==> src/hw/pdp8Pkg.sv <==
`default_nettype none

package pdp8Pkg;

  localparam int WordBits  = 12;
  localparam int AddrBits  = 12;
  localparam int MemWords  = 1 << AddrBits;
  localparam int NumPhases = 10;

  typedef logic [WordBits-1:0]  word_t;
  typedef logic [AddrBits-1:0]  addr_t;
  typedef logic [4:0]           stepCnt_t;
  typedef logic [6:0]           offset_t;   // Page offset field of a memory reference
  typedef logic [NumPhases-1:0] phaseVec_t;

  // Auto-index locations on page zero
  localparam addr_t AutoLo = 12'o0010;
  localparam addr_t AutoHi = 12'o0017;

  localparam stepCnt_t LastStep = 5'd19;

  // Bit positions inside the phase vectors
  localparam int PhFetch = 0;
  localparam int PhAuto1 = 1;
  localparam int PhAuto2 = 2;
  localparam int PhInd   = 3;
  localparam int PhE1    = 4;
  localparam int PhE2    = 5;
  localparam int PhE3    = 6;
  localparam int PhE4    = 7;

  localparam stepCnt_t StepExec1 = stepCnt_t'(2 * PhE1);  // First step of E1

  typedef enum logic [2:0] {
    OpAnd, OpTad, OpIsz, OpDca, OpJms, OpJmp, OpIot, OpOpr
  } opcode_e;

  // Value times two is the distance skipped back from E1 at step 1
  typedef enum logic [1:0] {
    SeqDirect = 2'd0,
    SeqInd    = 2'd1,
    SeqAuto   = 2'd3
  } seqType_e;

  typedef struct packed {
    phaseVec_t ck;   // Both cycles of a phase
    phaseVec_t stb;  // Second cycle only
  } phases_t;

  typedef struct packed {
    opcode_e  opcode;
    logic     indirect;
    logic     curPage;
    offset_t  offset;
    seqType_e seqType;
    logic     cla;
    logic     cll;
    logic     cma;
    logic     cml;
    logic     iac;
    logic     rar;
    logic     ral;
    logic     hlt;
  } decoded_t;

  typedef struct packed {
    addr_t addr;
    word_t wrData;
    logic  wr;
  } memReq_t;

  typedef struct packed {
    addr_t addr;
    word_t data;
  } loadReq_t;

  typedef struct packed {
    addr_t pc;      // Address of the finished instruction
    word_t ac;
    logic  link;
    addr_t nextPc;
  } retire_t;

endpackage

`default_nettype wire

==> src/hw/sequencer.sv <==
`default_nettype none

module sequencer (
  input  logic              CLK,
  input  logic              RESET,
  input  logic              run,
  input  logic              done,
  input  logic              haltReq,
  input  pdp8Pkg::seqType_e seqType,
  output pdp8Pkg::phases_t  phases,
  output logic              running
);

  pdp8Pkg::stepCnt_t  stepCnt;
  pdp8Pkg::phaseVec_t phaseSel;

  always_ff @(posedge CLK) begin
    if (RESET) begin
      running <= 1'b0;
      stepCnt <= '0;
    end else if (!running) begin
      running <= run;  // First fetch follows on the next cycle
      stepCnt <= '0;
    end else if (done) begin
      running <= !haltReq;
      stepCnt <= '0;
    end else if (stepCnt == 5'd1) begin
      // Skip the address phases the instruction does not need
      stepCnt <= pdp8Pkg::StepExec1 - pdp8Pkg::stepCnt_t'({seqType, 1'b0});
    end else begin
      stepCnt <= stepCnt + 5'd1;
    end
  end

  // Two steps per phase, odd step is the strobe
  assign phaseSel   = running ? pdp8Pkg::phaseVec_t'(1) << stepCnt[4:1] : '0;
  assign phases.ck  = phaseSel;
  assign phases.stb = stepCnt[0] ? phaseSel : '0;

  assert property (@(posedge CLK) disable iff (RESET)
    stepCnt <= pdp8Pkg::LastStep);

  assert property (@(posedge CLK) disable iff (RESET)
    $onehot0(phases.stb));

  // Execute unit may only finish on a strobe
  assert property (@(posedge CLK) disable iff (RESET)
    done |-> |phases.stb);

endmodule

`default_nettype wire

==> config.mk <==
export PLATFORM = sky130hd
export DESIGN_NAME = sequencer
export DESIGN_NICKNAME = d
export VERILOG_FILES = /design/src/hw/pdp8Pkg.sv /design/src/hw/sequencer.sv
export SDC_FILE = /design/constraint.sdc
export NUM_CORES = 1
export LEC_CHECK = 0
export ABC_AREA = 1
export ABC_CLOCK_PERIOD_IN_PS = 2500
export BUFFER_PORTS_ARGS = -buffer_cell sky130_fd_sc_hd__buf_2
export CORE_AREA = 2 2 39 41
export CTS_BUF_LIST = sky130_fd_sc_hd__clkbuf_8
export CTS_CLUSTER_DIAMETER = 80
export CTS_CLUSTER_SIZE = 30
export DETAILED_ROUTE_END_ITERATION = 10
export DIE_AREA = 0 0 41 43
export PLACE_DENSITY = 0.69
export SYNTH_ARGS = -nofsm -noshare
export SYNTH_HDL_FRONTEND = slang
export SYNTH_SLANG_ARGS = --single-unit
==> constraint.sdc <==
create_clock -name CLK -period 2.5 [get_ports CLK]
set_input_delay 0.375 -clock CLK [delete_from_list [all_inputs] [get_ports CLK]]
set_output_delay 0.375 -clock CLK [all_outputs]
set_load 0.01 [all_outputs]
Word level (Yosys, flattened, before mapping)
Index checks and enable logic that the tools add are counted.
Word-level totals
  output and inout bits: 21
  flip-flop bits (word level): 6
  word-level logic and storage cells: 14
Cells by class
  equal/unequal tests: 1
  bitwise gates (word level): 1
  add/subtract/negate cells: 2
  reductions and logical operators: 2
  muxes and demuxes: 5
  shift operators: 1
Operators by type and width (count)
  10-bit two-way mux: 2
  1-bit by 4-bit << shifter with 10-bit output, first input constant: 1
  5-bit by 1-bit adder with 5-bit output, second input constant: 1
  5-bit by 1-bit == test with 1-bit output, second input constant: 1
  5-bit two-way mux: 1
  4-bit by 3-bit subtractor with 5-bit output, first input constant: 1
  3-bit OR reduction: 1
  1-bit two-way mux: 2
  1-bit zero test: 1
  1-bit NOT: 1

Depth between registers and ports, before layout
  depth in word-level cells: 3
  gate-level depth with buffers: 7

Worst setup path after synthesis
No wires, ideal clock.
  path kind: register -> output
  start point: register stepCnt[3]
  end point: output port phases[0] in the netlist's numbering
  arrival time: 954 ps
  stages on the path, launching flop included: 4
  slack: 1171 ps
  data required time: 2125 ps
  cells stage by stage: dfxtp_1 > inv_1 > nand3_1 > nor3_1
RTL lines
  start: declaration: line sequencer.sv:14  | pdp8Pkg::stepCnt_t stepCnt;
  start signal: assignment: line sequencer.sv:29  | stepCnt <= pdp8Pkg::StepExec1 - pdp8Pkg::stepCnt_t'({seqType, 1'b0});
  start signal: assignment: line sequencer.sv:31  | stepCnt <= stepCnt + 5'd1;
  end: declaration: line sequencer.sv:10  | output pdp8Pkg::phases_t phases,

==> impl.org <==
** Drt
- Vias :: slightly above 600
- The detail route stage leaves a number of antenna-violating nets equal to 0.
- Via density per instance :: ~4.7
- Dividing the detail-routed wire length by the instance count gives between 9 and 10 um.
- Drt initial violations :: 6
- For this run, design rule violations remaining after detail routing come to 0.
- For this run, the detailed router's first-pass iteration total came to 4.
- Detailed Route WL :: about 1.2 mm

** Floorplan
- Starting density of the core :: 0.3544
- Number of rows in the core area :: 14
- The floorplan step defined a die boundary enclosing 1763 sq um.
- The die is 41 um wide.
- The die is 43 um tall.
- Placeable core region :: between 1000 and 1500 sq um
- During I/O placement, the number of pins put on the boundary was 28.

** Pwr
- Worst voltage drop across the vdd grid :: between 0.3 and 0.4 mV
- Post-layout power :: between 200 and 300 uW
- Power spread over the standard cell area amounts to 403.5 nW/um^2.
- In this run the static leakage power is about 0.00038 uW.

** Synth
- Fraction of the yosys area taken by sequential cells :: 0.2449
- Portion of synthesized cell area occupied by the leading cell type :: 0.2449
- The cell count after synthesis came out at 86.
- Post-Synthesis Net Count :: 96
- Flop and latch count out of synthesis :: 6
- Summed over all instances, the cell type with the most area after synthesis is sky130_fd_sc_hd__dfxtp_1.
- Most area-consuming cells after synthesis :: sky130_fd_sc_hd__dfxtp_1 24%, sky130_fd_sc_hd__nor2_1 15%, sky130_fd_sc_hd__nand2_1 15%, sky130_fd_sc_hd__nor3_1 11%, sky130_fd_sc_hd__nand3_1 8.2%
- Distinct cell type count after synthesis :: 14
- Area of the mapped netlist :: 490.5 sq um
- Mean instance size in the synthesized netlist :: 5.703 sq um
- Number of warnings issued by yosys :: 0

** Place
- Once detailed placement completed, the half-perimeter wirelength came to ~1 mm.
- RD Place Congestion :: approximately 0.81
- Port buffer count :: 27
- Post-placement worst setup slack :: around 1.0 ns
- Including well taps, the total number of placed cells is 128.

** GRT
- Entering global routing, the biggest net connects 10 pins.
- For met3 alone, demand over resource in global routing was 0.03141.
- GRT Total Usage :: 0.1598
- In the global route stage, met2 resource usage came out at 0.2531.
- In this run the most used layer during global routing was met2.
- After global routing the overflow that remains totals 0.
- Met1 track demand over resource in global routing :: 0.1839
- Global-route wire length before repair :: ~1.9 mm
- The number of global-route vias before repair is 488.
- The initial antenna violation count is 0.

** Final layout
- The library cell used most frequently in the layout, excluding fill and tap cells, is sky130_fd_sc_hd__buf_2.
- Post-layout instance count excluding filler cells :: about 130
- Commonest cells after routing, fill and taps aside :: 27 x sky130_fd_sc_hd__buf_2, 20 x sky130_fd_sc_hd__nor2_1, 19 x sky130_fd_sc_hd__nand2_1, 11 x sky130_fd_sc_hd__nor3_1, 10 x sky130_fd_sc_hd__inv_1
- Antenna Cells :: 0
- After filler insertion, the fill cell instance count of the layout stands at 146.
- Ratio of cells with drive above 1 in the final layout :: 0.2783
- Area overhead of the layout relative to synthesis :: 38.52%
- The net count of the finished layout is 127.

** CTS
- Count of clock tree sinks :: 6
- H-tree levels :: 1
- Number of buffers inserted by post-CTS setup repair :: 0
- Maximum buffer depth of the clock tree :: 2
- Cts bufs inserted :: 3
- Worst-path clk slew :: about 0.030 ns
- After clock tree synthesis, the repair step resized 0 gates.
- Clock latency at the later pin of the worst-skew pair :: 0.22 ns
- Number of buffers inserted by hold repair at cts :: 0
- TritonCTS built the clock tree.
- Library cell used as clock root buffer :: sky130_fd_sc_hd__clkbuf_8

** Critical path
- Register-to-register path setup slack :: roughly 1.2 ns
- Critical path capture point type :: output pin
- The worst register-to-register path ends at stepCnt[1].
- In this run the critical register-to-register path is launched from stepCnt[1].
- Crit path arrival time :: ~1.3 ns
- Worst r2r path cells :: 7
- Along the worst path, the maximum fanout reaches 8.
- Kind of critical path :: register to output pin
- Critical path launch point type :: register
- Launch point of the worst path :: stepCnt[3]
- Following the worst setup path forward leads to its endpoint at phases[2].
- Required time at the worst-slack endpoint :: 2.12 ns

** STA
- Number of slew-limit violations in the final report :: 0
- Dividing the final minimum period by the clock period gives 0.6860.
- Timing would allow up to 583.1 MHz.
- Shortest clock period the worst path allows after layout :: around 1.7 ns
- Worst clock skew :: between 0.0004 and 0.0005 ns
- Minimum setup slack in the final design :: a little under 0.8 ns
- Setup Viol. Count Final :: 0
- Fin Hold WS :: 0.3393 ns
- Setup repair after global routing left no endpoint under its margin.
- Setup_tns :: 0 ns
- The worst pin sits at a relative slew slack of 0.7918.
- The number of hold violations in the final report is 0.
- Worst slew pin tran :: just over 0.3 ns

** Worst hold path
- The path class of the tightest hold or removal check is input port to register.
- The worst hold path begins at RESET.

** Run
- Reported max-cap violation count :: 0

** Status
- Status :: completed
kinds of logic (layout without fill, tap and decap cells):
| group | after synthesis | in the layout | synth area share |
|---|---|---|---|
| adder cells (fa/ha/maj) | 3 | 3 | 0.07654 |
| AND/OR/NAND/NOR | 61 | 61 | 0.5408 |
| flip-flops | 6 | 6 | 0.2449 |
| AO/OA/AOI/OAI | 3 | 3 | 0.03060 |
| buffers and inverters | 13 | 42 | 0.1071 |
synthesized netlist by cell type:
cell type                  instances
sky130_fd_sc_hd__nor2_1           20
sky130_fd_sc_hd__inv_1            10
sky130_fd_sc_hd__nor2_4            1
sky130_fd_sc_hd__buf_4             1
sky130_fd_sc_hd__o21ai_0           1
sky130_fd_sc_hd__nand4_1           2
sky130_fd_sc_hd__clkinv_1          1
sky130_fd_sc_hd__dfxtp_1           6
sky130_fd_sc_hd__nor3_1           11
sky130_fd_sc_hd__nand2_1          19
sky130_fd_sc_hd__a21oi_1           2
sky130_fd_sc_hd__ha_1              3
sky130_fd_sc_hd__inv_2             1
sky130_fd_sc_hd__nand3_1           8
layer usage:
layer  part of all wire  wire (um)
met3              0.074         91
met5                  0          0
met1               0.45        561
met2               0.44        549
met4              0.028         34
per-stage QoR:
stage	cell area (sq um)	utilization
after floorplan	490.5	-
after global placement	638.1	0.4611
after detailed placement	638.1	0.4611
after CTS	679.4	0.4910
after global routing	679.4	0.4910
final	679.4	0.4910
worst min-delay path by stage:
stage,to,slack (ns),cells past startpoint
global placement,running,0.54,2
detailed placement,running,0.53,2
global route,running,0.36,2
finish,running,0.34,2
floorplan,running,0.44,1
CTS,running,0.34,2
final cells by class:
type	count	area (sq um)	area share
sequential	6	120.1	0.1768
tap	16	20.02	0.02947
multi-input combinational	67	317.8	0.4678
timing repair buffer	27	135.1	0.1989
clock buffer	3	41.29	0.06077
inverter	12	45.04	0.06630
sequential cells by signal (all words and copies together) (netlist names):
| name | cells |
|---|---|
| stepCnt | 5 |
| running | 1 |
critical path, cell delays in order, from the launching register on:
cell and delay [ns]:
sky130_fd_sc_hd__dfxtp_1 0.33, sky130_fd_sc_hd__inv_1 0.16, sky130_fd_sc_hd__nand3_1 0.25, sky130_fd_sc_hd__nor3_1 0.21
sky130_fd_sc_hd__buf_2 0.16
power breakdown:
part           internal (uW)  switching [uW]
registers               98.5            3.46
logic                   11.9            17.4
clock network            103            39.6
(Power assumes the default switching activity.)
