## src/hw/pdp8Pkg.sv

```systemverilog
`default_nettype none

package pdp8Pkg;

  localparam int WordBits  = 12;
  localparam int AddrBits  = 12;
  localparam int MemWords  = 1 << AddrBits;
  localparam int NumPhases = 10;

  typedef logic [WordBits-1:0]  word_t;
  typedef logic [AddrBits-1:0]  addr_t;
  typedef logic [4:0]           stepCnt_t;
  typedef logic [6:0]           offset_t;   // Page offset field of a memory reference
  typedef logic [NumPhases-1:0] phaseVec_t;

  // Auto-index locations on page zero
  localparam addr_t AutoLo = 12'o0010;
  localparam addr_t AutoHi = 12'o0017;

  localparam stepCnt_t LastStep = 5'd19;

  // Bit positions inside the phase vectors
  localparam int PhFetch = 0;
  localparam int PhAuto1 = 1;
  localparam int PhAuto2 = 2;
  localparam int PhInd   = 3;
  localparam int PhE1    = 4;
  localparam int PhE2    = 5;
  localparam int PhE3    = 6;
  localparam int PhE4    = 7;

  localparam stepCnt_t StepExec1 = stepCnt_t'(2 * PhE1);  // First step of E1

  typedef enum logic [2:0] {
    OpAnd, OpTad, OpIsz, OpDca, OpJms, OpJmp, OpIot, OpOpr
  } opcode_e;

  // Value times two is the distance skipped back from E1 at step 1
  typedef enum logic [1:0] {
    SeqDirect = 2'd0,
    SeqInd    = 2'd1,
    SeqAuto   = 2'd3
  } seqType_e;

  typedef struct packed {
    phaseVec_t ck;   // Both cycles of a phase
    phaseVec_t stb;  // Second cycle only
  } phases_t;

  typedef struct packed {
    opcode_e  opcode;
    logic     indirect;
    logic     curPage;
    offset_t  offset;
    seqType_e seqType;
    logic     cla;
    logic     cll;
    logic     cma;
    logic     cml;
    logic     iac;
    logic     rar;
    logic     ral;
    logic     hlt;
  } decoded_t;

  typedef struct packed {
    addr_t addr;
    word_t wrData;
    logic  wr;
  } memReq_t;

  typedef struct packed {
    addr_t addr;
    word_t data;
  } loadReq_t;

  typedef struct packed {
    addr_t pc;      // Address of the finished instruction
    word_t ac;
    logic  link;
    addr_t nextPc;
  } retire_t;

endpackage

`default_nettype wire

```

## src/hw/instrDecode.sv

```systemverilog
`default_nettype none

module instrDecode (
  input  pdp8Pkg::word_t    ir,
  output pdp8Pkg::decoded_t dec
);

  logic isOpr;
  logic group1;
  logic group2;
  logic memRef;
  logic autoRange;

  assign isOpr  = ir[11:9] == 3'b111;
  assign group1 = isOpr && !ir[8];
  assign group2 = isOpr && ir[8] && !ir[0];
  assign memRef = ir[11:9] < 3'd6;  // AND through JMP

  // Page zero and inside 0010..0017
  assign autoRange = !ir[7] &&
                     (pdp8Pkg::addr_t'(ir[6:0]) >= pdp8Pkg::AutoLo) &&
                     (pdp8Pkg::addr_t'(ir[6:0]) <= pdp8Pkg::AutoHi);

  always_comb begin
    dec.opcode   = pdp8Pkg::opcode_e'(ir[11:9]);
    dec.indirect = ir[8];
    dec.curPage  = ir[7];
    dec.offset   = ir[6:0];

    if (memRef && ir[8]) begin
      dec.seqType = autoRange ? pdp8Pkg::SeqAuto : pdp8Pkg::SeqInd;
    end else begin
      dec.seqType = pdp8Pkg::SeqDirect;
    end

    // Operate microcode bits
    dec.cla = isOpr && ir[7];
    dec.cll = group1 && ir[6];
    dec.cma = group1 && ir[5];
    dec.cml = group1 && ir[4];
    dec.rar = group1 && ir[3];
    dec.ral = group1 && ir[2];
    dec.iac = group1 && ir[0];
    dec.hlt = group2 && ir[1];
  end

endmodule

`default_nettype wire

```

## config.mk

```make
export PLATFORM = sky130hd
export DESIGN_NAME = instrDecode
export DESIGN_NICKNAME = d
export VERILOG_FILES = /design/src/hw/pdp8Pkg.sv /design/src/hw/instrDecode.sv
export SDC_FILE = /design/constraint.sdc
export NUM_CORES = 1
export LEC_CHECK = 0
export ABC_AREA = 1
export ABC_CLOCK_PERIOD_IN_PS = 800
export BUFFER_PORTS_ARGS = -buffer_cell sky130_fd_sc_hd__buf_4
export CORE_AREA = 5 5 42 44
export DETAILED_ROUTE_END_ITERATION = 10
export DIE_AREA = 0 0 47 49
export GPL_ROUTABILITY_DRIVEN = 0
export SLEW_MARGIN = 20
export SYNTH_ARGS = -nofsm -noshare
export SYNTH_HDL_FRONTEND = slang
export SYNTH_SLANG_ARGS = --single-unit
```

## constraint.sdc

```tcl
create_clock -name vclk -period 0.8
set_input_delay 0.08 -clock vclk [all_inputs]
set_output_delay 0.08 -clock vclk [all_outputs]
set_load 0.01 [all_outputs]
```

### After elaboration in Yosys (flattened, before gate mapping)

Cells that the tools add are included.
W data, S select, Z words.

| word-level totals | value |
|---|---|
| output and inout port bits | 22 |
| register bits | 0 |

| cells by class | value |
|---|---|
| mux-type cells | 2 |
| eq/ne operators | 1 |
| reduce and logical (&&, ||, !) cells | 17 |
| $lt $le $gt $ge | 3 |

Operator list:

| cell | number |
|---|---|
| $logic_and A1 B1 Y1 | 14 |
| $ge A7 B4 Y1 const B | 1 |
| $le A7 B4 Y1 const B | 1 |
| $mux W2 | 2 |
| $eq A3 B3 Y1 const B | 1 |
| $logic_not A1 Y1 | 3 |
| $lt A3 B3 Y1 const B | 1 |

### Logic depth before layout (Yosys ltp)

Gate-level depths: netlist (run 1).

| depth | value |
|---|---|
| depth after elaboration | 5 |
| gate-level depth with buffers | 3 |

### Worst setup path before layout (run 1)

OpenSTA, ideal clock, no wires.

| timing path | value |
|---|---|
| path type | input -> output |
| from | input port ir[8] |
| to | output port dec[1] (netlist bit) |
| stages | 3 |
| setup slack | 292 ps |
| arrival | 428 ps |
| cell sequence | inv_1 > nand4_4 > nor2_1 |

RTL lines:

| element | line | text |
|---|---|---|
| from (decl) | instrDecode.sv:4 | `input pdp8Pkg::word_t ir,` |
| to (decl) | instrDecode.sv:5 | `output pdp8Pkg::decoded_t dec` |

==> impl.org, run 1 <==
** Pwr
- Combinational logic is responsible for 100.0% of the overall power.
- The worst-case IR drop observed on VDD is 0.000138 V.
- Internal power comes to 97.8 uW.
- Power per standard cell area :: 449 mW/mm^2
- Leakage power :: 0.251 nW
- Net switching is 44.8% of the power.
- Net switching power of the design :: around 80 uW
- Share of power burned in the clock network :: 0%
- The design draws roughly 180 uW.
- Sequential cells account for 0% of the total power.

** Floorplan
- The die covers 0.00230 mm^2.
- From left edge to right edge, the die measures 47 um.
- Starting density of the core :: 14.9%
- In this run the vertical extent of the chip is 49 um.
- I/O Pins :: 34
- Core area :: approximately 0.0014 mm^2
- Site row count :: 14

** Yosys
- Synthesis produced a netlist whose cell count is 38.
- A synthesized cell averages 5.50 um^2.
- Area share of the largest cell type after synthesis :: 43.1%
- Summing the sequential cell areas from Yosys gives 0% of the chip area.
- Of all cell types, the one taking the most synthesized area is sky130_fd_sc_hd__buf_4.
- Post-synthesis instance area :: approximately 210 um^2
- Number of distinct library cells after synthesis :: 6
- In the post-synthesis netlist, the biggest area contributors are sky130_fd_sc_hd__buf_4, sky130_fd_sc_hd__nor2_1, sky130_fd_sc_hd__inv_1, sky130_fd_sc_hd__nand4_4, sky130_fd_sc_hd__nand3_1.
- Post-synth net total :: 50
- For this run, the number of Yosys warnings is 0.

** Layout
- Most common cell after layout, fill and taps aside :: sky130_fd_sc_hd__buf_4
- Number of clock-tree buffers in the layout :: 0
- Area added between synthesis and finish :: 88.6%
- There are 0 flip-flops and latches.
- Summing all flip-flop and latch instances after layout gives 0 um^2.
- Antenna diodes :: 0
- Commonest cells after routing, fill and taps aside :: sky130_fd_sc_hd__buf_4, sky130_fd_sc_hd__nor2_1, sky130_fd_sc_hd__inv_1, sky130_fd_sc_hd__nand3_1, sky130_fd_sc_hd__nand2_1
- Non-filler cells in the finished layout :: 76
- The net count of the finished layout is between 70 and 80.
- The post-route netlist has 58.3% of its cells at a drive strength greater than 1.

** Routing
- WL/cell :: 9.43 um
- The routed design has 717 um of wire.
- The count of nets left with antenna violations once routing finished came out at 0.
- Number of DRC violations after detailed-routing iteration 0 :: 2
- DRC :: 0
- Routed via count divided by cell count :: roughly 3.7
- First-pass DRT Iterations :: 2
- The final route contains 278 vias.

** Timing
- Setup violations remaining at the end of the flow were counted as 0.
- The clock period could shrink to 0.720 ns.
- Highest achievable clock rate :: 1390 MHz
- The final count of pins violating max slew is 0.
- The hold violation count in the final report was 0.
- For the pin with the worst max-slew slack, the measured transition is 0.121 ns.
- Unrepaired setup endpoints after global routing :: no
- Setup total negative slack on the finished layout was measured at 0 ns.
- In the finished design, the share of the clock period the worst path needs comes to approximately nine tenths.
- Relative slew slack :: 91.9%

** Worst setup path
- STA puts the critical path data required time at 0.72 ns.
- The worst setup path is launched from an input pin.
- The worst setup path is captured at an output pin.
- Endpoint arrival time on the critical path :: 0.64 ns
- Max FO, Critical Path :: 6
- The setup path with the least slack is of type input pin to output pin.

** Status
- Result of the run :: complete, no violations

** GRT
- The number of antenna violations at the first check in global routing is 0.
- The via count of the first global-routing pass is between 200 and 250.
- The total overflow left after global routing is 0.
- Largest net degree at the start of global routing :: 7
- First-pass GRT wire length :: roughly 1.0 mm
- Overall fraction of global-route tracks in use :: 5.75%

** Run
- Count of max-cap constraint violations :: 0

** Placement
- The number of placed instances, taps included, is 76.
- During placement, the flow inserted port buffers numbering 34.
- Sum of net half-perimeters after detailed placement :: 662 um

** Worst hold path
- Worst hold-check path type :: input pin to output pin

** Clocking
- Setup Fix Bufs, Post-CTS :: 0
- Number of gates resized after cts :: 0
- Buffers inserted to repair hold after CTS numbered 0.
synth_stat cells (all sizes together):
library cell,count
buf,12
nor2,11
inv,9
nand3,3
nand2,2
nand4,1
layout make-up:
| class | count | area [um^2] |
|---|---|---|
| tap | 16 | 20.0 |
| multi-input combinational | 17 | 85.1 |
| fill | 175 | 1010 |
| timing repair buffer | 34 | 255 |
| inverter | 9 | 33.8 |
through the flow:
stage | hold WS, ns | instance area, um^2 | worst slack, ns | utilization (%)
2_1_floorplan | 0.247 | 209 | 0.292 | -
5_1_grt | 0.354 | 394 | 0.00203 | 28.1
3_5_place_dp | 0.349 | 394 | 0.0673 | 28.1
4_1_cts | 0.349 | 394 | 0.0658 | 28.1
3_3_place_gp | 0.348 | 394 | 0.0827 | 28.1
6_report | 0.348 | 394 | 0.0797 | 28.1
routing by layer:
layer  vias up  part of all wire (%)  track usage, %
met4         0                     0               0
met5         -                     0               0
met1       113                    34            6.52
met3         0                    17            1.48
li1        144                     -               -
met2        21                    49            10.9
worst paths after layout:
path	startpoint	to	slack, ns	cells past startpoint
max	ir[8]	dec[2]	0.08	5
min	ir[2]	dec[12]	0.35	2
power groups by stage:
stage / Combinational (mW) / Sequential [mW] / Clock (mW)
final: 0.177 / 0 / 0
after global routing: 0.195 / 0 / 0
after CTS: 0.181 / 0 / 0
after detailed placement: 0.181 / 0 / 0
after global placement: 0.180 / 0 / 0
after floorplan: 0.0928 / 0 / 0
worst max-delay path, stage by stage:
cell	delay, ns
sky130_fd_sc_hd__buf_4	0.12
sky130_fd_sc_hd__inv_1	0.08
sky130_fd_sc_hd__nand4_4	0.11
sky130_fd_sc_hd__nor2_1	0.11
sky130_fd_sc_hd__buf_4	0.13
kinds of logic (layout without fill, tap and decap cells):
| logic type | count (synthesis) | in the layout | synth area share (%) |
|---|---|---|---|
| buffers and inverters | 21 | 43 | 59.3 |
| and+or+nand+nor | 17 | 17 | 40.7 |
(Power assumes the default switching activity.)
==> run 2, diff against run 1 <==
==> constraint.sdc (replaced) <==
create_clock -name vclk -period 0.8
set_input_delay 0.08 -clock vclk [all_inputs]
set_output_delay 0.08 -clock vclk [all_outputs]
set_load 0.05 [all_outputs]
==> impl.org, run 2 (synthesized netlist as in run 1, its figures left out) <==
** Status
- Result of the run: complete, no violations (unchanged).

** Worst hold path
- The kind of path behind the tightest hold check is input pin to output pin (unchanged).
- Worst hold path depth :: 2 (unchanged)
- Start point of the worst min-delay path :: ir[2] (unchanged)
- Worst min-delay path endpoint :: dec[12] (unchanged)

** Worst setup path
- The startpoint kind of the worst setup timing path is an input pin (unchanged).
- Worst setup path startpoint :: ir[8] (unchanged)
- Category of the critical setup timing path :: input pin to output pin (unchanged)
- The critical path required time was 0.72 ns (about the same).
- Critical Path Sink Type :: output pin (unchanged)
- The peak fanout along the critical path came to 6 (unchanged).
- Endpoint arrival time on the critical path :: 0.72 ns (was 0.64 ns)

** Timing
- Pins over their slew limit :: 0 (unchanged)
- Highest achievable clock rate :: 1250 MHz (was 1390 MHz)
- Finish-stage setup viols :: 0 (unchanged)
- Unrepaired setup endpoints after global routing :: yes (was no)
- Worst Hold Margin :: 0.425 ns (was 0.348 ns)
- The fraction of the cycle the final worst path needs is 100% (was 90.0%).
- Final setup margin :: 0.000221 ns (was 0.0797 ns)
- Relative slew slack :: 86.7% (was 91.9%)
- The slew at the pin closest to its max-slew limit came to 0.198 ns (was 0.121 ns).
- Minimum clock period after layout :: 0.800 ns (was 0.720 ns)
- The hold violation count in the final report came to 0 (unchanged).

** GRT
- Antenna violations before repair :: 0 (unchanged)
- First-pass GRT wire length :: 966 um (was 1.04 mm)
- The maximum number of pins on one net before global-route repair came to 7 (unchanged).
- The combined global-route utilization of all metal layers is 5.40% (was 5.75%).
- Total grt overflow :: 0 (unchanged)
- The via count of the first global-routing pass came to 244 (was 248).

** Pwr
- Leakage power :: 0.264 nW (was 0.251 nW)
- Logic gate share of total power :: 100.0% (about the same)
- Sequential power share :: 0% (about the same)
- The peak supply drop came to 0.000214 V (was 0.000138 V).
- The power density over the cells is 706 mW/mm^2 (was 449 mW/mm^2).
- The switching part of the total power came to 65.3% (was 44.8%).
- The switching power of the nets came to 222 uW (was 79.3 uW).
- The internal power contribution is 118 uW (was 97.8 uW).
- The clock network fraction of design power was 0% (about the same).

** Routing
- Number of DRC violations after detailed-routing iteration 0 :: 3 (was 2)
- WL/cell :: 9.70 um (was 9.43 um)
- The ratio of routed vias to standard cells came to 3.73 (was 3.66).
- The via count is 287 (was 278).
- The length of the first detailed-routing pass in iterations came to 2 (unchanged).
- The number of routed nets with antenna violations came to 0 (unchanged).
- Total wire length :: 747 um (was 717 um)
- The detailed-route DRC error count is 0 (unchanged).

** Floorplan
- Site row count :: 14 (unchanged)
- Floorplan die width :: 47 um (unchanged)
- Die outline height :: 49 um (unchanged)
- The area of the core is 0.00140 mm^2 (unchanged).
- The starting density of the core was 14.9% (unchanged).
- The number of I/O pins came to 34 (unchanged).
- Die area :: 0.00230 mm^2 (unchanged)

** Layout
- Area added between synthesis and finish :: 131% (was 88.6%)
- The final cell area excluding filler cells is 482 um^2 (was 394 um^2).
- Area taken by flip-flops and latches :: 0 um^2 (unchanged)
- The final antenna diode count is 0 (unchanged).
- The number of nets at the end of the flow came to 75 (was 74).
- Most common cell after layout, fill and taps aside :: sky130_fd_sc_hd__buf_4 (unchanged)
- The fraction of final layout cells sized beyond drive strength 1 was 75.4% (was 58.3%).
- Final Core Density :: 34.4% (was 28.1%)
- The number of flip-flops and latches came to 0 (unchanged).
- Commonest cells after routing, fill and taps aside :: sky130_fd_sc_hd__buf_4, sky130_fd_sc_hd__inv_1, sky130_fd_sc_hd__buf_6, sky130_fd_sc_hd__nor2_2, sky130_fd_sc_hd__nand3_1 (was sky130_fd_sc_hd__buf_4, sky130_fd_sc_hd__nor2_1, sky130_fd_sc_hd__inv_1, sky130_fd_sc_hd__nand3_1, sky130_fd_sc_hd__nand2_1)
- Number of clock-tree buffers in the layout :: 0 (unchanged)

** Run
- Count of max-cap constraint violations :: 0 (unchanged)

** Placement
- Setup slack after placement :: -0.0103 ns (was 0.0673 ns)
- The standard cell area after detailed placement was 409 um^2 (was 394 um^2).
- Number of buffer cells added on primary ports :: 34 (unchanged)

** Clocking
- Number of buffers inserted for hold repair after clock tree synthesis :: 0 (unchanged)
- The number of setup buffers added after CTS was 0 (unchanged).
run 2: cell types whose count changed in the layout (fill, tap and decap cells not counted):
cell / delta
sky130_fd_sc_hd__buf_4: -9
sky130_fd_sc_hd__buf_6: +8
sky130_fd_sc_hd__buf_8: +2
sky130_fd_sc_hd__inv_1: -1
sky130_fd_sc_hd__inv_4: +1
sky130_fd_sc_hd__nor2_1: -9
sky130_fd_sc_hd__nor2_2: +7
sky130_fd_sc_hd__nor2_4: +2
run 2: cell type report:
type | count | area [um^2]
fill | 155 | 920
inverter | 9 | 36.3
multi-input combinational | 17 | 118
tap | 16 | 20.0
timing repair buffer | 35 | 308
run 2: worst max path at each step:
stage                        end  slack (ns)  depth (start not counted)
final                     dec[5]      0.0002                          5
after global routing      dec[5]       -0.05                          5
after CTS                 dec[3]       -0.01                          5
after detailed placement  dec[3]       -0.01                          5
after global placement    dec[6]       0.006                          5
after floorplan           dec[1]       -0.19                          3
run 2: per-layer routing:
metal	wire [um]	global-route usage, %	up-vias
li1	-	-	144
met1	249	6.52	121
met2	385	9.50	22
met3	112	1.85	0
met4	0	0	0
met5	0	0	-
run 2: stage by stage:
step,instances,setup TNS (ns),power [mW]
after floorplan,38,-1.17,0.227
after global placement,77,0,0.318
after detailed placement,77,-0.0338,0.320
after CTS,77,-0.0404,0.324
after global routing,77,-0.146,0.355
final,77,0,0.340
run 2: power by group through the flow:
stage	clock [mW]	combinational (mW)	sequential (mW)
after floorplan	0	0.227	0
after global placement	0	0.318	0
after detailed placement	0	0.320	0
after CTS	0	0.324	0
after global routing	0	0.355	0
final	0	0.340	0
run 2: worst max-delay path, cell delays in order:
cell	delay, ns
sky130_fd_sc_hd__buf_8	0.10
sky130_fd_sc_hd__inv_4	0.04
sky130_fd_sc_hd__nand4_4	0.16
sky130_fd_sc_hd__nor2_2	0.17
sky130_fd_sc_hd__buf_6	0.16
run 2: repair_timing:
item	CTS	global route
hold endpoints to repair	0	0
gates resized for setup	5	17
pin swaps	0	1
endpoints found under the setup margin	5	6
==> run 3, diff against run 2 <==
Settings changed: ABC_CLOCK_PERIOD_IN_PS 800 to 900.
Clock period 0.8 ns to 0.9 ns, I/O delays scaled along.
==> impl.org, run 3 (synthesized netlist as in run 1, its figures left out) <==
** Layout
- The number of flip-flops and latches is 0 (unchanged).
- Number of clock-tree buffers in the layout :: 0 (unchanged)
- The final cell area excluding filler cells was 405 um^2 (was 482 um^2).
- The most frequent standard cell in the layout excluding fill and tap cells is sky130_fd_sc_hd__buf_4 (unchanged).
- The total area of sequential cells was 0 um^2 (unchanged).
- Antenna diodes :: 0 (unchanged)
- Commonest cells after routing, fill and taps aside: sky130_fd_sc_hd__buf_4, sky130_fd_sc_hd__inv_1, sky130_fd_sc_hd__nor2_1, sky130_fd_sc_hd__nand3_1, sky130_fd_sc_hd__nor2_2 (was sky130_fd_sc_hd__buf_4, sky130_fd_sc_hd__inv_1, sky130_fd_sc_hd__buf_6, sky130_fd_sc_hd__nor2_2, sky130_fd_sc_hd__nand3_1).
- Final Core Density :: 28.9% (was 34.4%)
- Share of layout cells above drive strength 1 :: 63.3% (was 75.4%)
- Area added between synthesis and finish :: 94.0% (was 131%)
- Final Net Count :: 74 (was 75)

** GRT
- The via count of the first global-routing pass came to 231 (was 244).
- Overall fraction of global-route tracks in use :: 4.91% (was 5.40%)
- Largest net degree at the start of global routing :: 7 (unchanged)
- The number of antenna violations at the first check in global routing is 0 (unchanged).
- The overflow left after global routing was 0 (unchanged).
- The first-pass GRT wire length is 903 um (was 966 um).

** Routing
- WL/cell :: 9.13 um (was 9.70 um)
- The violation count after the first detailed-routing iteration was 0 (was 3).
- The length of the first detailed-routing pass in iterations is 1 (was 2).
- Via count :: 270 (was 287)
- The ratio of routed vias to standard cells came to 3.55 (was 3.73).
- The total routed wirelength was 694 um (was 747 um).
- The number of routed nets with antenna violations was 0 (unchanged).
- The detailed-route DRC error count came to 0 (unchanged).

** Status
- Result of the run: complete, no violations (unchanged).

** Timing
- Unrepaired setup endpoints after global routing :: no (was yes)
- Finish-stage setup viols :: 0 (unchanged)
- Number of failing hold endpoints at the final stage :: 0 (unchanged)
- Minimum clock period after layout :: 0.819 ns
- Timing would allow up to between 1000 and 1500 MHz.
- Pins over their slew limit :: 0 (unchanged)
- The worst hold margin came to 0.445 ns (was 0.425 ns).
- The headroom to the max-slew limit was 90.8% (was 86.7%).
- The slew at the pin closest to its max-slew limit is 0.137 ns (was 0.198 ns).
- Final period utilization :: ~90%

** Floorplan
- The width of the die is 47 um (unchanged).
- Die area :: 0.00230 mm^2 (unchanged)
- Starting density of the core :: 14.9% (unchanged)
- The number of rows created at floorplan was 14 (unchanged).
- The vertical die dimension is 49 um (unchanged).
- Core area :: 0.00140 mm^2 (unchanged)
- I/O Pins :: 34 (unchanged)

** Worst setup path
- The timing startpoint of the critical path is ir[8] (unchanged).
- The number of buffers and inverters on the critical path came to 3 (unchanged).
- The endpoint of the most critical setup path was dec[6] (was dec[5]).
- Worst path cell trace :: buf_4, inv_1, nand4_4, nor2_1, buf_4 (was buf_8, inv_4, nand4_4, nor2_2, buf_6)
- Endpoint arrival time on the critical path :: 0.73 ns (was 0.72 ns)
- The dominant delay contributor by cell family on the critical path was buffers and inverters (was simple AND/OR/NAND/NOR gates).
- Max FO, Critical Path :: 6 (unchanged)
- Setup crit start kind :: input pin (unchanged)
- The critical path required time is 0.81 ns (was 0.72 ns).
- The worst stage delay on the critical path came to 0.20 ns (was 0.17 ns).
- Slowest stage cell, crit path :: sky130_fd_sc_hd__buf_4 (was sky130_fd_sc_hd__nor2_2)
- The class of the most critical setup path was input pin to output pin (unchanged).
- Critical Path Sink Type :: output pin (unchanged)
- Logic depth of the worst path, buffers included :: 5 (unchanged)
- Most common cell on crit path :: sky130_fd_sc_hd__buf_4

** Run
- Count of max-cap constraint violations :: 0 (unchanged)

** Pwr
- The internal power contribution is 90.9 uW (was 118 uW).
- The peak supply drop is 0.000240 V (was 0.000214 V).
- Leakage power :: 0.252 nW (was 0.264 nW)
- Net switching power of the design :: 187 uW (was 222 uW)
- The switching part of the total power was 67.3% (was 65.3%).
- The register share of total power is 0% (about the same).
- The clock network fraction of design power was 0% (about the same).
- Logic gate share of total power :: 100.0% (about the same)
- The power density over the cells came to 687 mW/mm^2 (was 706 mW/mm^2).

** Worst hold path
- The hold path depth is 2 (unchanged).
- Worst hold-check path type :: input pin to output pin (unchanged)

** Clocking
- The quantity of hold-fixing buffers added after cts came to 0 (unchanged).

** Placement
- Sum of net half-perimeters after detailed placement :: 656 um
- The number of buffer cells added on primary ports was 34 (unchanged).
- The standard cell area after detailed placement came to 402 um^2 (was 409 um^2).
[run 3: layout make-up]
cell class                      instances  area, um^2
Fill cell                             172         996
Timing Repair Buffer                   34         259
Multi-Input combinational cell         17        92.6
Inverter                                9        33.8
Tap cell                               16        20.0
[run 3: metal layers]
metal / vias up / part of all wire (%) / GRT usage [%]
li1: 143 / - / -
met1: 105 / 40 / 6.52
met2: 22 / 47 / 9.05
met3: 0 / 13 / 0
met4: 0 / 0 / 0
met5: - / 0 / 0
[run 3: what timing repair did]
action | in CTS | in global routing
buffers inserted | 0 | 0
setup endpoints to repair | 0 | 1
resized for setup | 0 | 1
[run 3: stage by stage]
| stage | cells | worst slack, ns | setup TNS (ns) | power (mW) |
|---|---|---|---|---|
| after floorplan | 38 | -0.115 | -0.690 | 0.202 |
| after global placement | 76 | 0.0747 | 0 | 0.279 |
| after detailed placement | 76 | 0.0617 | 0 | 0.281 |
| after CTS | 76 | 0.0586 | 0 | 0.281 |
| after global routing | 76 | 0.000643 | 0 | 0.291 |
| final | 76 | 0.0811 | 0 | 0.278 |
[run 3: how the worst min path moves through the flow]
stage	startpoint	slack (ns)	endpoint
floorplan	ir[7]	0.33	dec[7]
global placement	ir[0]	0.45	dec[10]
detailed placement	ir[2]	0.45	dec[12]
CTS	ir[2]	0.45	dec[12]
global route	ir[2]	0.45	dec[12]
finish	ir[2]	0.45	dec[12]
[run 3: power groups by stage]
stage | clock network (mW) | registers (mW) | logic (mW)
final | 0 | 0 | 0.278
after global routing | 0 | 0 | 0.291
after CTS | 0 | 0 | 0.281
after detailed placement | 0 | 0 | 0.281
after global placement | 0 | 0 | 0.279
after floorplan | 0 | 0 | 0.202
